`config.mk`:
```
export PLATFORM = sky130hd
export DESIGN_NAME = load_align
export DESIGN_NICKNAME = d
export VERILOG_FILES = /design/src/design/lsu_pkg.sv /design/src/design/load_align.sv
export SDC_FILE = /design/constraint.sdc
export NUM_CORES = 1
export LEC_CHECK = 0
export BUFFER_PORTS_ARGS = -buffer_cell sky130_fd_sc_hd__buf_2
export CAP_MARGIN = 15
export CORE_ASPECT_RATIO = 1.4
export CORE_MARGIN = 2
export CORE_UTILIZATION = 40
export DETAILED_ROUTE_END_ITERATION = 10
export GPL_TIMING_DRIVEN = 0
export PLACE_DENSITY_LB_ADDON = 0.15
export SYNTH_ARGS = -nofsm -noshare
export SYNTH_HDL_FRONTEND = slang
export SYNTH_SLANG_ARGS = --single-unit
```
`constraint.sdc`:
```
create_clock -name vclk -period 4.4
set_clock_uncertainty 0.2 [all_clocks]
set_input_delay 0.44 -clock vclk [all_inputs]
set_output_delay 0.44 -clock vclk [all_outputs]
set_load 0.1 [all_outputs]
```
`src/design/lsu_pkg.sv`:
```
// Load/store unit package with the shared word, address, strobe and operation types
`default_nettype none

package lsu_pkg;

    typedef logic [31:0] word_t;
    typedef logic [31:0] vaddr_t;
    typedef logic [3:0]  strobe_t;                     // Bit n enables byte lane n

    typedef enum logic [3:0] {
        LB  = 4'd0,
        LBU = 4'd1,
        LH  = 4'd2,
        LHU = 4'd3,
        LW  = 4'd4,
        SB  = 4'd5,
        SH  = 4'd6,
        SW  = 4'd7
    } mem_op_t;

    function automatic logic is_store(input mem_op_t op);
        logic st;
        case (op)
            SB, SH, SW: st = 1'b1;
            default:    st = 1'b0;
        endcase
        return st;
    endfunction

    // Access width in bytes
    function automatic logic [2:0] op_size(input mem_op_t op);
        logic [2:0] size;
        case (op)
            LB, LBU, SB: size = 3'd1;
            LH, LHU, SH: size = 3'd2;
            default:     size = 3'd4;
        endcase
        return size;
    endfunction

endpackage

`default_nettype wire
```
`src/design/load_align.sv`:
```
// Load aligner that picks a byte or halfword from the memory word and extends it
`timescale 1ns/1ps
`default_nettype none

module load_align (
    input  lsu_pkg::mem_op_t op,
    input  logic [1:0]       addr_lo,
    input  lsu_pkg::word_t   rd_in,
    output lsu_pkg::word_t   rd
);
    import lsu_pkg::*;

    logic [7:0]  byte_sel;
    logic [15:0] half_sel;

    always_comb begin
        case (addr_lo)
            2'b00:   byte_sel = rd_in[7:0];
            2'b01:   byte_sel = rd_in[15:8];
            2'b10:   byte_sel = rd_in[23:16];
            default: byte_sel = rd_in[31:24];
        endcase
    end

    assign half_sel = addr_lo[1] ? rd_in[31:16] : rd_in[15:0];

    always_comb begin
        case (op)
            LB: begin
                rd = {{24{byte_sel[7]}}, byte_sel};    // Sign extend
            end
            LBU: begin
                rd = {24'b0, byte_sel};
            end
            LH: begin
                rd = {{16{half_sel[15]}}, half_sel};
            end
            LHU: begin
                rd = {16'b0, half_sel};
            end
            default: begin
                rd = rd_in;                            // LW and stores
            end
        endcase
    end

endmodule

`default_nettype wire

```
# Yosys cells after proc, flatten, opt, wreduce, memory -nomap -nowiden
# Index checks and enable logic that the tools add are counted.
# classes
reduce_logical,2
muxes,3
eq_ne,5
# ops
cell,n
$pmux W32 S4,1
$pmux W8 S3,1
$mux W16,1
$eq A4 B2 Y1 const B,2
$eq A4 B1 Y1 const B,1
$logic_not A4 Y1,1
$eq A2 B1 Y1 const B,1
$eq A2 B2 Y1 const B,1
$logic_not A2 Y1,1
# totals
in_bits,38
register_bits,0
out_inout_bits,32
elab_cells,10

# Logic depth before layout (Yosys ltp)
# logic_depth
ltp_word,3
ltp_mapped,5
mapped_depth_nobuf,3

# Least setup slack after synthesis
# OpenSTA, ideal clock, no wires.
# synth_path
kind,input -> output
startpoint,input op[3]
endpoint,output rd[20]
n_path_buf,1
arrival_ps,3233
stages,4
required_ps,3760
slack_ps,527
path_cell_list,or2_0 -> buf_2 -> a211o_1 -> o21ai_0
# synth_via
elab_chain_cells,2
word_cells_on_any_way,5
cone_classes,3 x eq/ne; 1 x mux; 1 x reduce/logical
# synth_rtl
element,line,source
start: declaration,load_align.sv:6,"input lsu_pkg::mem_op_t op,"
"$eq A4 B2 Y1, or another cell as far along",load_align.sv:28,case (op)
$pmux W32 S4 (*),load_align.sv:28,
end: declaration,load_align.sv:9,output lsu_pkg::word_t rd
# Mark *: on every way between the ends. The rest lies on a longest branch, timed or not.

# Final worst setup path
# layout_path
startpoint,input addr_lo[0]
endpoint,output rd[14]
# layout_via
elab_chain_cells,3
word_cells_on_any_way,5
cone_classes,2 x eq/ne; 2 x mux; 1 x reduce/logical
# layout_rtl
element,line,source
start: declaration,load_align.sv:7,"input logic [1:0] addr_lo,"
"$eq A2 B2 Y1, or another cell as far along",load_align.sv:17,case (addr_lo)
$pmux W8 S3 (*),load_align.sv:17,
$pmux W32 S4 (*),load_align.sv:28,
# Marked as above.

==> metrics.md <==
| Metric | Value |
|---|---|
| Post-cts resize count | `0` |
| P_sw | `between 0.2 and 0.3 mW` |
| Internal power | `between 0.07 and 0.08 mW` |
| Setup_tns | `0 ps` |
| Largest net degree at the start of global routing | `11` |
| Max Fclk | `around 370 MHz` |
| Adder-Cell Fraction of Synth Area | `0` |
| Number of vias per cell | `approximately 6.1` |
| Most frequent cells in the layout | `buf_2, nand2_1, o21ai_0` |
| Final setup fails | `0` |
| DR WL/cell | `around 16 microns` |
| CP Class | `in2out` |
| Nets | `240` |
| # rows | `21` |
| Simple logic cell fraction of the synthesized area | `0.257` |
| Average cell area after synthesis | `between 7 and 8 sq um` |
| Clock Buffer Count | `0` |
| Slew headroom | `0.632` |
| Max-cap violations | `0` |
| RSZ-0062 raised after global routing | `false` |
| Worst-Margin Slew | `roughly 550 ps` |
| Gpl congestion | `approximately 0.82` |
| Largest family of logic cells by synthesized area | `compound AO/OA/AOI/OAI gates` |
| Synth-to-layout area growth | `37.7%` |
| Clock power frac | `0` |
| Initial antenna violation count | `0` |
| DRC errors left | `0` |
| Net Sw Frac | `0.783` |
| GRT Total Usage | `0.247` |
| Syn Inst Count | `132` |
| Post-CTS Setup Inserts | `0` |
| Core area | `roughly 2400 sq um` |
| Register area | `0 sq um` |
| FF+latch count | `0` |
| Final Hold Vio Count | `0` |
| Critical path required time | `between 3000 and 4000 ps` |
| Min-delay worst type | `in2out` |
| Via Count | `around 1400` |
| Post-synthesis mux area share | `0.263` |
| Worst setup EP type | `output pin` |
| PD cells | `around 250 nW/um^2` |
| Part of the power in combinational logic | `1.000` |
| Ys Warns | `0` |
| I/O pin count | `70` |
| Worst slack, placed | `1670 ps` |
| Peak fanout along the critical path | `10` |
| Commonest non-fill, non-tap cell in the layout | `buf_2` |
| CP arrival | `roughly 2100 ps` |
| First-pass DRT Iterations | `4` |
| Max IR drop VDD | `0.140 mV` |
| Port bufs | `68` |
| Iteration-0 DRC Markers | `43` |
| Type of origin of the critical path | `primary input` |
| Final Worst Setup Slack | `about 1700 ps` |
| Hpwl dp | `~2700 microns` |
| Pleak | `0.630 nW` |
| CTS Hold Bufs | `0` |
| # diodes | `0` |
| Antenna-violating nets left | `0` |
| Sequential power share | `0` |
| Number of global-route vias before repair | `approximately 1200` |
| Synth Area in Compound Gates | `0.377` |
| First-pass GRT wire length | `5530 microns` |
| Status | `completed` |
| Chip Height | `between 60 and 70 microns` |
| Post-Synth XOR/XNOR Area | `0` |
| Remaining Overflow, GRT | `0` |
| Final worst path period share | `0.620` |
| Chip width | `45.8 microns` |
| Synthesized Nets | `170` |
| Fin crit period | `2730 ps` |
| Sequential share of the synthesized area | `0` |
| Die Area | `~2900 sq um` |
| Share of cells above drive strength 1 | `0.555` |
| Max-slew violations | `0` |
| Routed wire length | `between 3000 and 4000 microns` |
| Hold path depth | `4` |
| Unique cell type count in the Yosys netlist | `29` |
| Syn Std Cell Area | `between 900 and 1000 sq um` |
| Initial Util | `0.414` |
synth_stat cells:
| cell | instances | area share |
|---|---|---|
| mux2i_1 | 1 | 0.010 |
| buf_2 | 5 | 0.026 |
| mux2_2 | 6 | 0.069 |
| or2_0 | 1 | 0.0064 |
| a221oi_2 | 1 | 0.015 |
| o211ai_1 | 1 | 0.0077 |
| o31ai_1 | 1 | 0.0077 |
| mux4_2 | 8 | 0.18 |
| buf_4 | 1 | 0.0077 |
| buf_6 | 2 | 0.023 |
| or4b_2 | 8 | 0.082 |
| nor2_8 | 1 | 0.020 |
| a21oi_1 | 8 | 0.041 |
| a22oi_1 | 1 | 0.0077 |
| or3_1 | 1 | 0.0064 |
| and2_1 | 1 | 0.0064 |
| nand2_1 | 24 | 0.092 |
| inv_1 | 1 | 0.0038 |
| nor2b_1 | 4 | 0.026 |
| o22ai_1 | 8 | 0.051 |
| a211o_1 | 1 | 0.0089 |
| nor4bb_1 | 1 | 0.010 |
| a31oi_1 | 2 | 0.013 |
| buf_12 | 1 | 0.020 |
| o221ai_1 | 2 | 0.018 |
| o21ai_0 | 23 | 0.12 |
| nor2_1 | 2 | 0.0077 |
| clkbuf_1 | 6 | 0.023 |
| o21ai_2 | 10 | 0.089 |
logic make-up after synthesis:
group,count (synthesis)
buffers and inverters,16
multiplexers,15
AO/OA/AOI/OAI,58
AND/OR/NAND/NOR,43
layer usage:
metal  part of all wire  track usage  vias up
li1                   -            -      653
met1               0.41        0.321      649
met2               0.53        0.442       59
met3              0.054      0.00867        6
met4              0.011       0.0357        0
met5                  0            0        -
power groups by stage:
stage	logic, mW	clock network [mW]	registers, mW
floorplan	0.277	0	0
global placement	0.338	0	0
detailed placement	0.341	0	0
CTS	0.341	0	0
global route	0.355	0	0
finish	0.341	0	0
final cells by class:
cell class	instances	area (sq um)
repair buffers	68	340
multi-input cells	116	878
plain buffers	15	97.6
well taps	23	28.8
fillers	255	1020
inverters	1	3.75
worst paths after layout:
kind	startpoint	to	slack (ps)
worst max-delay path	addr_lo[0]	rd[14]	1670
worst min-delay path	rd_in[19]	rd[19]	1180
worst max-delay path: stages:
cell and delay, ps:
buf_2 250, mux2_2 390, a221oi_2 480, o21ai_0 200
buf_2 330
metrics by stage:
| stage | cells | power (mW) | hold WS (ps) | util | cell area, sq um |
|---|---|---|---|---|---|
| 3_5_place_dp | 223 | 0.341 | 1180 | 0.570 | 1350 |
| 3_3_place_gp | 223 | 0.338 | 1180 | 0.570 | 1350 |
| 4_1_cts | 223 | 0.341 | 1180 | 0.570 | 1350 |
| 5_1_grt | 223 | 0.355 | 1190 | 0.570 | 1350 |
| 6_report | 223 | 0.341 | 1180 | 0.570 | 1350 |
| 2_1_floorplan | 132 | 0.277 | 1030 | - | 980 |
Note: power is estimated with default switching activity, not from simulation.
