==> src/design/lsu_pkg.sv <==
// Load/store unit package with the shared word, address, strobe and operation types
`default_nettype none

package lsu_pkg;

    typedef logic [31:0] word_t;
    typedef logic [31:0] vaddr_t;
    typedef logic [3:0]  strobe_t;                     // Bit n enables byte lane n

    typedef enum logic [3:0] {
        LB  = 4'd0,
        LBU = 4'd1,
        LH  = 4'd2,
        LHU = 4'd3,
        LW  = 4'd4,
        SB  = 4'd5,
        SH  = 4'd6,
        SW  = 4'd7
    } mem_op_t;

    function automatic logic is_store(input mem_op_t op);
        logic st;
        case (op)
            SB, SH, SW: st = 1'b1;
            default:    st = 1'b0;
        endcase
        return st;
    endfunction

    // Access width in bytes
    function automatic logic [2:0] op_size(input mem_op_t op);
        logic [2:0] size;
        case (op)
            LB, LBU, SB: size = 3'd1;
            LH, LHU, SH: size = 3'd2;
            default:     size = 3'd4;
        endcase
        return size;
    endfunction

endpackage

`default_nettype wire
==> src/design/mem_port.sv <==
// Access sequencer that runs the request and memory four-phase handshakes
`timescale 1ns/1ps
`default_nettype none

module mem_port (
    input  logic             clk,
    input  logic             resetn,
    input  logic             req,
    output logic             ack,
    input  lsu_pkg::mem_op_t op_q,
    input  lsu_pkg::vaddr_t  addr,
    input  lsu_pkg::word_t   wdata_al,
    input  lsu_pkg::strobe_t be,
    input  logic             exc_load_in,
    input  logic             exc_store_in,
    input  lsu_pkg::word_t   rd_al,
    output lsu_pkg::word_t   rdata,
    output logic             exc_load,
    output logic             exc_store,
    output logic             mem_req,
    output logic             mem_we,
    output lsu_pkg::strobe_t mem_be,
    output lsu_pkg::vaddr_t  mem_addr,
    output lsu_pkg::word_t   mem_wdata,
    input  logic             mem_ack
);
    import lsu_pkg::*;

    typedef enum logic [2:0] {IDLE, AWAIT, MREQ, MREL, RESP} state_t;

    state_t state;

    always_ff @(posedge clk) begin
        if (!resetn) begin
            state     <= IDLE;
            ack       <= 1'b0;
            mem_req   <= 1'b0;
            mem_we    <= 1'b0;
            exc_load  <= 1'b0;
            exc_store <= 1'b0;
        end else begin
            case (state)
                IDLE: if (req) state <= AWAIT;         // Let the address stage settle
                AWAIT: begin
                    exc_load  <= exc_load_in;
                    exc_store <= exc_store_in;
                    if (exc_load_in || exc_store_in) begin
                        ack   <= 1'b1;
                        state <= RESP;
                    end else begin
                        mem_req <= 1'b1;
                        mem_we  <= is_store(op_q);
                        state   <= MREQ;
                    end
                end
                MREQ: if (mem_ack) begin
                    mem_req <= 1'b0;
                    mem_we  <= 1'b0;
                    state   <= MREL;
                end
                MREL: if (!mem_ack) begin
                    ack   <= 1'b1;
                    state <= RESP;
                end
                RESP: if (!req) begin
                    ack   <= 1'b0;
                    state <= IDLE;
                end
                default: state <= IDLE;
            endcase
        end
    end

    always_ff @(posedge clk) begin
        if (state == AWAIT) begin
            mem_addr  <= addr;
            mem_wdata <= wdata_al;
            mem_be    <= be;
        end
        if (state == MREQ && mem_ack) rdata <= rd_al;  // RAM word registered last edge
    end

    // Faulted accesses never reach the RAM
    assert property (@(posedge clk) disable iff (!resetn)
        $rose(mem_req) |-> !$past(exc_load_in || exc_store_in));

    assert property (@(posedge clk) disable iff (!resetn) ack && req |=> ack);

endmodule

`default_nettype wire

==> config.mk <==
export PLATFORM = sky130hd
export DESIGN_NAME = mem_port
export DESIGN_NICKNAME = d
export VERILOG_FILES = /design/src/design/lsu_pkg.sv /design/src/design/mem_port.sv
export SDC_FILE = /design/constraint.sdc
export NUM_CORES = 1
export LEC_CHECK = 0
export BUFFER_PORTS_ARGS = -buffer_cell sky130_fd_sc_hd__buf_2
export CAP_MARGIN = 20
export CORE_MARGIN = 8
export CORE_UTILIZATION = 38
export DETAILED_ROUTE_END_ITERATION = 12
export PLACE_DENSITY = 0.76
export SYNTH_ARGS = -nofsm -noshare
export SYNTH_HDL_FRONTEND = slang
export SYNTH_SLANG_ARGS = --single-unit
==> constraint.sdc <==
create_clock -name clk -period 4.4 [get_ports clk]
set_clock_uncertainty 0.2 [all_clocks]
set_input_delay 0.88 -clock clk [delete_from_list [all_inputs] [get_ports clk]]
set_output_delay 0.88 -clock clk [all_outputs]
set_load 0.02 [all_outputs]
After elaboration in Yosys (flattened, before gate mapping)
Cells that the tools add are included.
{"block": "word_totals", "output_inout_bits": 105, "elab_cells": 48, "ff_bits": 108}
{"block": "op_classes", "mux": 16, "n_reduce_logical": 9, "eq_ne": 13}
{"operator": "$mux W3", "count": 5}
{"operator": "$pmux W3 S5", "count": 1}
{"operator": "$eq A4 B3 Y1 const B", "count": 3}
{"operator": "$ne A2 B2 Y1 const B", "count": 6}
{"operator": "$reduce_and A4 Y1", "count": 2}
{"operator": "$mux W1", "count": 7}
{"operator": "$eq A3 B2 Y1 const B", "count": 2}
{"operator": "$pmux W1 S2", "count": 2}
{"operator": "$eq A3 B1 Y1 const B", "count": 1}
{"operator": "$eq A3 B3 Y1 const B", "count": 1}
{"operator": "$logic_not A3 Y1", "count": 1}
{"operator": "$pmux W1 S3", "count": 1}
{"operator": "$reduce_and A3 Y1", "count": 1}
{"operator": "$reduce_bool A3 Y1", "count": 1}
{"operator": "$reduce_or A3 Y1", "count": 1}
{"operator": "$reduce_bool A2 Y1", "count": 1}
{"operator": "$logic_and A1 B1 Y1", "count": 1}
{"operator": "$logic_or A1 B1 Y1", "count": 1}

Logic depth before layout (Yosys ltp)
{"block": "logic_depth", "depth_word": 5, "mapped_depth": 3, "depth_no_buf": 3}

Worst setup path before layout
OpenSTA, ideal clock, no wires.
{"block": "synth_timing", "kind": "register to register", "start": "register state[1]", "end": "register state[1]", "required_ns": 4.116, "t_arrival_ns": 3.826, "period_less_slack_ns": 4.110, "slack_ns": 0.290, "path_stages_with_launch": 4, "path_cell_list": "dfxtp_1 > nor3b_2 > nand2_1 > a21boi_0"}
{"block": "synth_via", "elab_chain_len": 3, "word_cells_on_any_way": 11}
{"item": "start, declared", "line_no": "mem_port.sv:31", "source": "state_t state;"}
{"item": "start signal, assigned", "line_no": "mem_port.sv:35", "source": "state <= IDLE;"}
{"item": "start signal, assigned", "line_no": "mem_port.sv:43", "source": "IDLE: if (req) state <= AWAIT;"}
{"item": "start signal, assigned", "line_no": "mem_port.sv:49", "source": "state <= RESP;"}
{"item": "$eq A3 B2 Y1, or another cell as far along", "line_no": "mem_port.sv:42", "source": "case (state)"}
{"item": "$ne A2 B2 Y1 (no source line)"}
{"item": "$reduce_and A4 Y1 (no source line)"}
Parallel ways exist; a longest one is shown, timed or not.
A chain may end at the register's enable or synchronous reset.

Worst setup path in the final report
{"block": "layout_timing", "start": "register mem_wdata[9]", "end": "output port mem_wdata[9]"}
{"item": "start, declared", "line_no": "mem_port.sv:24", "source": "output lsu_pkg::word_t mem_wdata,"}
{"item": "start signal, assigned", "line_no": "mem_port.sv:77", "source": "mem_wdata <= wdata_al;"}
No word-level cell between the ends.

==> metrics.cfg <==
[place]
io_buffers=214
gp_congestion=0.724

[finish]
fillers=714
drive_above_1_share=0.634
n_antenna_cell=0
seq_area_mm2=0.00316
multi_input_area_um2=191
nets=474
area.growth.synth_to_final_pct=43.2

[worst_setup_path]
startpoint_type=flop
crit_path_max_fanout=1
critPathBufInv=1
setup.worst_path.class=flop to primary output
critical-path-top-delay-family=flip-flops
worst_ep_arrival_time_ns=0.93
end_kind=primary output
crit_path_top_delay_cell=edfxtp_1
crit_chain=buf_2
max_stage_delay_ns=0.40
worst_ep_required_time_ns=3.32

[floorplan]
die_y_um=110
initial_core_util=0.389
io_pins=215
fp.dieW_um=110
die_area_mm2=0.0121
core_region_area_mm2=0.00864
rows=34

[clock_tree]
path_clk_slew_ns=0.10
ctsHoldBuffers=0
cts_max_level=3
clk_latency_ns=0.34
cts_sinks=108
cts_tree=built
cts_setup_buffers=0
clockRootBuffer=clkbuf_8
cts_made_buffers=9
cts_resized=0
cts_buffer_depth=2

[sta]
max_freq_mhz=498
finalMaxSlewViolations=0
min_period_ns=2.01
slew_headroom=0.606
final_hold_viol_count=0
setup-violations-final=0
rsz0062_at_grt=false
post-route-period-util=0.456
tns_ns=0
tightestPinTransition_ns=0.592

[route]
drt_wl_total_um=8620
vias_per_cell=4.43
dr.pass1.iters=6
post_drt_wl_per_cell_um=18.1
vias=2114
antenna_left=0
drtIter0Drc=83
drc=0

[synthesis]
ys.flop_type=edfxtp_1
syn_area_mm2=0.00336
yosysUniqueCellTypes=21
ys_ff_latch=108
ys_async_sr_fraction=0
syn-num-nets=246
syn-instance-count=136
synth_area_per_cell_um2=24.7
yosys_warnings=0
synth_edf_count=100
ys_seq_area_frac=0.942

[grt]
grt_usage=0.135
grt_start_max_net_pins=47
grt_pass1_vias=2282
grt-ovfl-total=0
antenna_found_initial=0
grt_first_pass_wirelength_um=12000

[hold_path]
hold_path_class=flop to flop

[status]
outcome=complete, no violations

[power]
p_leak_nw=2.03
vdd_ir_drop_max_uv=215
power_density_mw_per_mm2=404
p_total_mw=1.94

[flow_run]
drv_cap=0

-- synthesized netlist by cell type, drive strengths merged (2+ instances only) --
cell	number	area share
edfxtp	100	0.89
dfxtp	8	0.048
inv	3	0.0034
mux2i	3	0.0089
nand2	3	0.0034
nor2b	3	0.0056
a21boi	2	0.0045
nor2	2	0.0022
nor3b	2	0.0060
-- area by class of cell --
class / instances / area share
multi-input combinational: 25 / 0.0398
sequential: 108 / 0.657
clock inverter: 7 / 0.0153
clock buffer: 9 / 0.0257
tap: 108 / 0.0281
timing repair buffer: 217 / 0.231
inverter: 3 / 0.00234
-- state kept, by name (all words and copies together) (netlist names) --
name	flops
exc_load	1
mem_be	4
ack	1
mem_we	1
state	3
mem_wdata	32
exc_store	1
mem_req	1
rdata	32
mem_addr	32
-- through the flow --
stage                     hold slack [ns]  std cells  setup WS, ns  cell area, µm²  utilization
after floorplan                     0.325        136         0.290            3360            -
after global placement              0.257        460          1.81            4590        0.531
after detailed placement            0.256        460          1.71            4590        0.531
after CTS                           0.271        476          2.09            4780        0.554
after global routing                0.299        477          2.32            4810        0.557
final                               0.274        477          2.39            4810        0.557
-- final timing paths --
kind	start	endpoint	slack, ns	cells after the start
worst min register to register	mem_req	mem_req	0.27	2
worst max-delay path	mem_wdata[9]	mem_wdata[9]	2.39	1
worst min-delay path	mem_req	mem_req	0.27	2
worst max register to register	state[1]	mem_we	2.58	4
-- layer usage --
metal  share of wire  wire length (µm)  global-route usage
met1            0.34              2910               0.137
met2            0.53              4550               0.239
met3            0.12              1020              0.0599
met4           0.016               136              0.0482
met5               0                 0                   0
-- report_power, final --
part	internal (mW)	switching, mW
sequential	1.17	0.0115
clock	0.267	0.323
combinational	0.0669	0.104
total	1.50	0.439
-- cell usage in the layout, fill, tap and decap left out, drive strengths merged, types with 2 or more instances in the layout --
| cell | synthesis | routed |
|---|---|---|
| mux2i | 3 | 3 |
| buf | 0 | 217 |
| clkinv | 0 | 4 |
| nand2 | 3 | 3 |
| nor3b | 2 | 2 |
| nor2b | 3 | 3 |
| dfxtp | 8 | 8 |
| inv | 3 | 5 |
| a21boi | 2 | 2 |
| edfxtp | 100 | 100 |
| clkbuf | 0 | 9 |
| nor2 | 2 | 2 |
-- cell families after synthesis --
family	share of synthesized area
flops	0.942
buf+inv	0.00335
compound gates	0.0209
mux	0.00894
simple gates	0.0253
Note: power is estimated with default switching activity, not from simulation.
