==> src/design/lsu_pkg.sv <==
// Load/store unit package with the shared word, address, strobe and operation types
`default_nettype none

package lsu_pkg;

    typedef logic [31:0] word_t;
    typedef logic [31:0] vaddr_t;
    typedef logic [3:0]  strobe_t;                     // Bit n enables byte lane n

    typedef enum logic [3:0] {
        LB  = 4'd0,
        LBU = 4'd1,
        LH  = 4'd2,
        LHU = 4'd3,
        LW  = 4'd4,
        SB  = 4'd5,
        SH  = 4'd6,
        SW  = 4'd7
    } mem_op_t;

    function automatic logic is_store(input mem_op_t op);
        logic st;
        case (op)
            SB, SH, SW: st = 1'b1;
            default:    st = 1'b0;
        endcase
        return st;
    endfunction

    // Access width in bytes
    function automatic logic [2:0] op_size(input mem_op_t op);
        logic [2:0] size;
        case (op)
            LB, LBU, SB: size = 3'd1;
            LH, LHU, SH: size = 3'd2;
            default:     size = 3'd4;
        endcase
        return size;
    endfunction

endpackage

`default_nettype wire
==> src/design/agu.sv <==
// Address unit that forms the effective address, checks alignment and registers the access
`timescale 1ns/1ps
`default_nettype none

module agu (
    input  logic             clk,
    input  logic             resetn,
    input  lsu_pkg::mem_op_t op,
    input  lsu_pkg::word_t   src1,
    input  lsu_pkg::word_t   src2,
    input  lsu_pkg::word_t   wdata,
    output lsu_pkg::vaddr_t  addr,
    output lsu_pkg::mem_op_t op_q,
    output lsu_pkg::word_t   wdata_al,
    output lsu_pkg::strobe_t be,
    output logic             exc_load,
    output logic             exc_store
);
    import lsu_pkg::*;

    vaddr_t  addr_d;
    word_t   wd_d;
    strobe_t be_d;
    logic    misaligned;

    assign addr_d = src1 + src2;

    always_comb begin
        case (op_size(op))
            3'd2:    misaligned = addr_d[0];
            3'd4:    misaligned = |addr_d[1:0];
            default: misaligned = 1'b0;                // Bytes are always aligned
        endcase
    end

    store_align store_align_i (
        .op      (op),
        .addr_lo (addr_d[1:0]),
        .wd_in   (wdata),
        .wd      (wd_d),
        .be      (be_d)
    );

    always_ff @(posedge clk) begin
        addr     <= addr_d;
        wdata_al <= wd_d;
    end

    always_ff @(posedge clk) begin
        if (!resetn) begin
            op_q      <= LB;
            be        <= '0;
            exc_load  <= 1'b0;
            exc_store <= 1'b0;
        end else begin
            op_q      <= op;
            be        <= be_d;
            exc_load  <= misaligned && !is_store(op);
            exc_store <= misaligned && is_store(op);
        end
    end

endmodule

`default_nettype wire

==> src/design/store_align.sv <==
// Store aligner that moves store data into its byte lanes and builds the byte strobe
`timescale 1ns/1ps
`default_nettype none

module store_align (
    input  lsu_pkg::mem_op_t op,
    input  logic [1:0]       addr_lo,
    input  lsu_pkg::word_t   wd_in,
    output lsu_pkg::word_t   wd,
    output lsu_pkg::strobe_t be
);
    import lsu_pkg::*;

    logic [4:0] lane_shift;

    assign lane_shift = {addr_lo, 3'b000};             // Byte offset in bits

    always_comb begin
        case (op)
            SB: begin
                wd = {24'b0, wd_in[7:0]} << lane_shift;
                be = 4'b0001 << addr_lo;
            end
            SH: begin
                if (addr_lo[1]) begin
                    wd = {wd_in[15:0], 16'b0};
                    be = 4'b1100;
                end else begin
                    wd = {16'b0, wd_in[15:0]};
                    be = 4'b0011;
                end
            end
            SW: begin
                wd = wd_in;
                be = 4'b1111;
            end
            default: begin
                wd = '0;                               // Loads write nothing
                be = '0;
            end
        endcase
    end

endmodule

`default_nettype wire

==> config.mk <==
export PLATFORM = sky130hd
export DESIGN_NAME = agu
export DESIGN_NICKNAME = d
export VERILOG_FILES = /design/src/design/lsu_pkg.sv /design/src/design/agu.sv /design/src/design/store_align.sv
export SDC_FILE = /design/constraint.sdc
export NUM_CORES = 1
export LEC_CHECK = 0
export ABC_AREA = 1
export ABC_CLOCK_PERIOD_IN_PS = 3900
export BUFFER_PORTS_ARGS = -buffer_cell sky130_fd_sc_hd__buf_2
export CAP_MARGIN = 20
export CORE_AREA = 2 2 99 101
export DETAILED_ROUTE_END_ITERATION = 8
export DIE_AREA = 0 0 101 103
export GPL_TIMING_DRIVEN = 0
export PLACE_DENSITY = 0.78
export SYNTH_ARGS = -nofsm -noshare
export SYNTH_HDL_FRONTEND = slang
export SYNTH_SLANG_ARGS = --single-unit
==> constraint.sdc <==
create_clock -name clk -period 3.9 [get_ports clk]
set_input_delay 0.585 -clock clk [delete_from_list [all_inputs] [get_ports clk]]
set_output_delay 0.585 -clock clk [all_outputs]
set_load 0.01 [all_outputs]
; ---- After elaboration in Yosys (flattened, before gate mapping)
; Index checks and enable logic that the tools add are counted.
[op_classes]
n_addsub = 1
mul = 0
div = 0
n_lt_le_gt_ge = 0
eq_ne = 8
n_shift = 2
n_mux = 8
bitwise = 0
n_reduce_logical = 8
[ops]
columns = operator, count
row1 = 32-bit one-hot mux with 3 select lines, 1
row2 = 32-bit adder, 1
row3 = 32-bit 2-to-1 mux, 1
row4 = 8-bit by 5-bit << shifter with 32-bit output, 1
row5 = "4-bit by 3-bit == test with 1-bit output, second input constant", 3
row6 = 4-bit one-hot mux with 3 select lines, 1
row7 = 3-bit OR reduction, 3
row8 = "4-bit by 2-bit == test with 1-bit output, second input constant", 2
row9 = 3-bit one-hot mux with 2 select lines, 1
row10 = "4-bit by 1-bit == test with 1-bit output, second input constant", 1
row11 = 4-bit logical NOT, 1
row12 = 4-bit 2-to-1 mux, 1
row13 = "1-bit by 2-bit << shifter with 4-bit output, first input constant", 1
row14 = "3-bit by 2-bit == test with 1-bit output, second input constant", 1
row15 = "3-bit == test, second input constant", 1
row16 = 1-bit logical AND, 2
row17 = 1-bit 2-to-1 mux, 2
row18 = 1-bit one-hot mux with 2 select lines, 1
row19 = 2-bit OR reduction, 1
row20 = 1-bit logical NOT, 1
[word_totals]
ff_bits = 74
latch_bits = 0
ram_bits = 0
romBits = 0
inputBits = 102
wordCells = 33
memories = 0

; ---- Longest topological paths before layout
[logic_depth]
word_depth = 6
mapped_depth = 12
ltp_nobuf = 12

; ---- Hierarchy
; Synthesis repeated with hierarchy kept, for this count alone.
[unflattened]
cells_unflattened = 886
area_unflattened_um2 = 5261.3
[modules_own_cells]
columns = mod, n_inst, cells_per_inst, area_each_um2, seq_area_each_um2
row1 = agu, 1, 595, 3980.1, 1481.4
row2 = store_align, 1, 291, 1281.2, 0.0

; ---- Worst setup path before layout
; Ideal clock, no wire load.
[synth_timing]
kind = input to register
from = input port src1[0]
to = register be[0]
arrival_ns = 1.938
required_time_ns = 3.783
path_slack_ns = 1.845
path_stages = 7
n_path_buf = 0
cell_sequence = ha_1 -> inv_1 -> fa_1 -> o21ai_2 -> o21ai_0 -> inv_2 -> nor2_1
[synth_between]
elab_chain_len = 3
elab_cells_between_ends = 4
classes_between = add/sub (1) / shift (1) / mux (2)
[synth_lines]
columns = item, line
row1 = start: declaration, agu.sv:9  ; input lsu_pkg::word_t src1,
row2 = 32-bit adder *, agu.sv:26  ; assign addr_d = src1 + src2;
row3 = 4-bit 2-to-1 mux or 1-bit by 2-bit << shifter with 4-bit output (tied branches), "store_align.sv:25, store_align.sv:22"
row4 = 4-bit one-hot mux with 3 select lines *, store_align.sv:19  ; case (op)
row5 = end signal: assignment, agu.sv:52  ; be <= '0;
row6 = end signal: assignment, agu.sv:57  ; be <= be_d;
row7 = end: declaration, agu.sv:15  ; output lsu_pkg::strobe_t be,
; Every way passes the cells marked *; elsewhere a longest branch is shown, timed or not.
; A chain may end at the register's enable or synchronous reset.

; ---- Worst setup path after layout
[layout_timing]
from = input port src1[0]
to = register wdata_al[3]
[layout_between]
elab_chain_len = 3
elab_cells_between_ends = 4
classes_between = add/sub (1) / shift (1) / mux (2)
[layout_lines]
columns = item, line
row1 = 32-bit adder *, agu.sv:26
row2 = 8-bit by 5-bit << shifter with 32-bit output or 32-bit 2-to-1 mux (tied branches), "store_align.sv:21, store_align.sv:25"
row3 = 32-bit one-hot mux with 3 select lines *, store_align.sv:19
row4 = named net store_align_i.wd[3], store_align.sv:9  ; output lsu_pkg::word_t wd,
row5 = end signal: assignment, agu.sv:46  ; wdata_al <= wd_d;
row6 = end: declaration, agu.sv:14  ; output lsu_pkg::word_t wdata_al,
; Mark *: on every way through the listed nets, which the timed path passes. The rest lies on a longest branch.

==> impl_metrics.json <==
{
  "ys_warn_count": 0,
  "worstSetupStartpointType": "input port",
  "yosys.area.top_type_share_pct": 33.8,
  "post_route_cells_drive_above_1_share_pct": 23.7,
  "vdd.ir_drop.worst_mv": 0.236,
  "cts_max_path_buffers": 2,
  "synth_cells": 688,
  "fill_cells": 925,
  "placement_setup_slack_ns": 1.41,
  "synth.ff_latch_count": 74,
  "most_common_flop_cell_mapped_by_yosys": "sky130_fd_sc_hd__dfxtp_1",
  "netlist_top_cells_count": "sky130_fd_sc_hd__nand2_1 (256), sky130_fd_sc_hd__inv_1 (151), sky130_fd_sc_hd__dfxtp_1 (74), sky130_fd_sc_hd__nor2_1 (49)",
  "worstSetupEndpointType": "register",
  "crit_fanout": 10,
  "initial_antenna_violation_count": 0,
  "worst_hold_startpoint": "wdata[22]",
  "tritoncts_num_sinks": 74,
  "clk_root_buffer_cell": "sky130_fd_sc_hd__clkbuf_8",
  "gp_congestion": 0.918,
  "number_of_i_o_pins": 176,
  "synthDistinctLibCells": 26,
  "cts_setup_buffers": 0,
  "layout_worst_path_cycle_share_pct": 54.3,
  "synth_fp_nets": 822,
  "synth.area.top_cells": "sky130_fd_sc_hd__dfxtp_1 (34%), sky130_fd_sc_hd__nand2_1 (22%), sky130_fd_sc_hd__inv_1 (13%)",
  "worst_hold_path_type": "input port to register",
  "setup-tns-final_ns": 0,
  "vias": 4618,
  "floorplan_die_width_um": 101,
  "route.detailed.wl_per_inst_um": 11.3,
  "grt_util_met2_pct": 37.9,
  "drt-initial-drc-count": 159,
  "pwr_density_cell_nw_per_um2": 375,
  "grt_first_pass_wirelength_um": 17700,
  "report.final.hold_viol_count": 0,
  "status": "completed",
  "cts_inserted_buffers": 9,
  "track_usage_pct": 21.5,
  "timing_max_transition_violations_final": 0,
  "initial_core_util_pct": 46.3,
  "antennaDiodeCount": 0,
  "setup_repair_after_global_routing_missed_its_margin": "no",
  "tightest_slew_ns": 0.496,
  "maximum_number_of_pins_on_one_net_before_global_route_repair": 15,
  "synth.largest_area_cell": "sky130_fd_sc_hd__dfxtp_1",
  "grtUsageMet3_pct": 3.80,
  "post_cts_hold_buffer_count": 0,
  "tritoncts": "built",
  "via_per_inst": 4.65,
  "finish.net_count": 1008,
  "power.static_leakage_uw": 0.00355,
  "first_pass_iters": 5,
  "postLayoutSetupSlackWorst_ns": 1.78,
  "flow.area_growth_from_synthesis_pct": 28.4,
  "synth.most_common_cell": "sky130_fd_sc_hd__nand2_1",
  "worstPathArrival_ns": 2.36,
  "detailedPlacementHpwl_um": 9210,
  "htree_num_levels": 3,
  "port_buffers": 175,
  "synthArstFlopShare_pct": 0,
  "number_of_global_route_vias_before_repair": 3972,
  "synth-seq-area-share_pct": 33.8,
  "cts_resized": 0,
  "die_height_um": 103,
  "synth-edff-count": 0,
  "number_of_endpoints_failing_setup_at_the_final_stage": 0,
  "drv_cap": 0,
  "overflow": 0,
  "slew-limit-headroom_pct": 66.9,
  "final_cells": 993,
  "grt_use_met1_pct": 26.1,
  "hold_path_end": "wdata_al[22]",
  "criticalPathCategory": "input port to register",
  "timing.critical_path.required_ns": 4.14,
  "achievable_clock_frequency_mhz": 472,
  "finalWirelength_um": 11200,
  "ant_nets": 0,
  "fp-row-count": 36,
  "route.detailed.drc": 0,
  "final_period_minus_worst_setup_slack_ns": 2.12,
  "clkTransAtPathRegs_ns": 0.07,
  "die_area_sq_um": 10400,
  "synthesized_area_per_cell_sq_um": 6.36,
  "grt_busiest_layer": "met2",
  "dp_cells": 977,
  "core_area_sq_um": 9460,
  "holdPathStages": 3,
  "synthesis.area_sq_um": 4380
}
[placed cells by master, fill, tap and decap left out]
cell / netlist / routed
sky130_fd_sc_hd__a21o_1: 1 / 1
sky130_fd_sc_hd__a21oi_1: 21 / 21
sky130_fd_sc_hd__a31oi_1: 2 / 2
sky130_fd_sc_hd__buf_2: 2 / 177
sky130_fd_sc_hd__bufinv_16: 0 / 2
sky130_fd_sc_hd__clkbuf_8: 0 / 9
sky130_fd_sc_hd__clkinv_2: 0 / 1
sky130_fd_sc_hd__clkinv_4: 0 / 2
sky130_fd_sc_hd__dfxtp_1: 74 / 74
sky130_fd_sc_hd__fa_1: 1 / 1
sky130_fd_sc_hd__ha_1: 31 / 31
sky130_fd_sc_hd__inv_1: 151 / 151
sky130_fd_sc_hd__inv_2: 2 / 2
sky130_fd_sc_hd__inv_6: 0 / 2
sky130_fd_sc_hd__nand2_1: 256 / 256
sky130_fd_sc_hd__nand2_2: 8 / 8
sky130_fd_sc_hd__nand3_1: 31 / 31
sky130_fd_sc_hd__nand3_2: 3 / 3
sky130_fd_sc_hd__nand4_1: 4 / 4
sky130_fd_sc_hd__nor2_1: 49 / 49
sky130_fd_sc_hd__nor2_2: 1 / 1
sky130_fd_sc_hd__nor3_1: 5 / 5
sky130_fd_sc_hd__o2111ai_1: 1 / 1
sky130_fd_sc_hd__o21ai_0: 10 / 10
sky130_fd_sc_hd__o21ai_2: 1 / 1
sky130_fd_sc_hd__o21bai_1: 1 / 1
sky130_fd_sc_hd__o221ai_1: 8 / 8
sky130_fd_sc_hd__o22ai_1: 8 / 8
sky130_fd_sc_hd__or2_1: 1 / 1
sky130_fd_sc_hd__xnor2_1: 3 / 3
sky130_fd_sc_hd__xor2_1: 13 / 13
[final cells by class]
| cell class | instances | area (sq um) | area share, % |
|---|---|---|---|
| repair buffers | 175 | 876 | 15.6 |
| multi-input cells | 459 | 2310 | 41.1 |
| flip-flops and latches | 74 | 1480 | 26.4 |
| plain buffers | 2 | 10.0 | 0.178 |
| well taps | 114 | 143 | 2.54 |
| clock inverters | 7 | 100 | 1.78 |
| inverters | 153 | 574 | 10.2 |
| clock buffers | 9 | 124 | 2.20 |
[cell families after synthesis]
| group | after synthesis | synth area share [%] |
|---|---|---|
| AND/OR/NAND/NOR | 358 | 33.0 |
| adder cells (fa/ha/maj) | 32 | 9.32 |
| flip-flops | 74 | 33.8 |
| AO/OA/AOI/OAI | 53 | 7.32 |
| XOR/XNOR | 16 | 3.20 |
| buffers and inverters | 155 | 13.4 |
[worst max-delay path by stage]
stage / start / depth (start not counted) / slack [ns] / endpoint
CTS: src1[0] / 8 / 1.78 / be[0]
global route: src1[0] / 8 / 1.64 / wdata_al[2]
global placement: src1[0] / 8 / 1.40 / be[0]
floorplan: src1[0] / 7 / 1.85 / be[0]
finish: src1[0] / 8 / 1.78 / wdata_al[3]
detailed placement: src1[0] / 8 / 1.41 / be[0]
[per-layer routing]
| metal | vias to the layer above | part of all wire (%) |
|---|---|---|
| met4 | 0 | 1.6 |
| met3 | 13 | 7.0 |
| li1 | 2459 | - |
| met2 | 169 | 47 |
| met1 | 1977 | 45 |
| met5 | - | 0 |
[critical path, cell delays in order]
cell and delay (ns):
sky130_fd_sc_hd__buf_2 0.10, sky130_fd_sc_hd__ha_1 0.22, sky130_fd_sc_hd__inv_1 0.08, sky130_fd_sc_hd__fa_1 0.48, sky130_fd_sc_hd__o21ai_2 0.44, sky130_fd_sc_hd__o21ai_0 0.20, sky130_fd_sc_hd__inv_2 0.20, sky130_fd_sc_hd__nor2_1 0.06
[where the power goes]
| group | switching, uW | internal [uW] |
|---|---|---|
| Combinational | 345 | 224 |
| Clock | 317 | 366 |
| Sequential | 19.6 | 838 |
[stage by stage]
stage | instance area [sq um] | total power (uW) | utilization (%) | hold slack (ns)
2_1_floorplan | 4380 | 1230 | - | 0.678
3_3_place_gp | 5400 | 1440 | 57.0 | 0.781
3_5_place_dp | 5400 | 1440 | 57.0 | 0.788
4_1_cts | 5620 | 2120 | 59.4 | 0.421
5_1_grt | 5620 | 2240 | 59.4 | 0.422
6_report | 5620 | 2110 | 59.4 | 0.433
[sequential cells by signal, indices dropped and copies added (netlist names)]
signal and cells:
addr 32, be 4, exc_load 1, exc_store 1, op_q 4, wdata_al 32
Note: power is estimated with default switching activity, not from simulation.
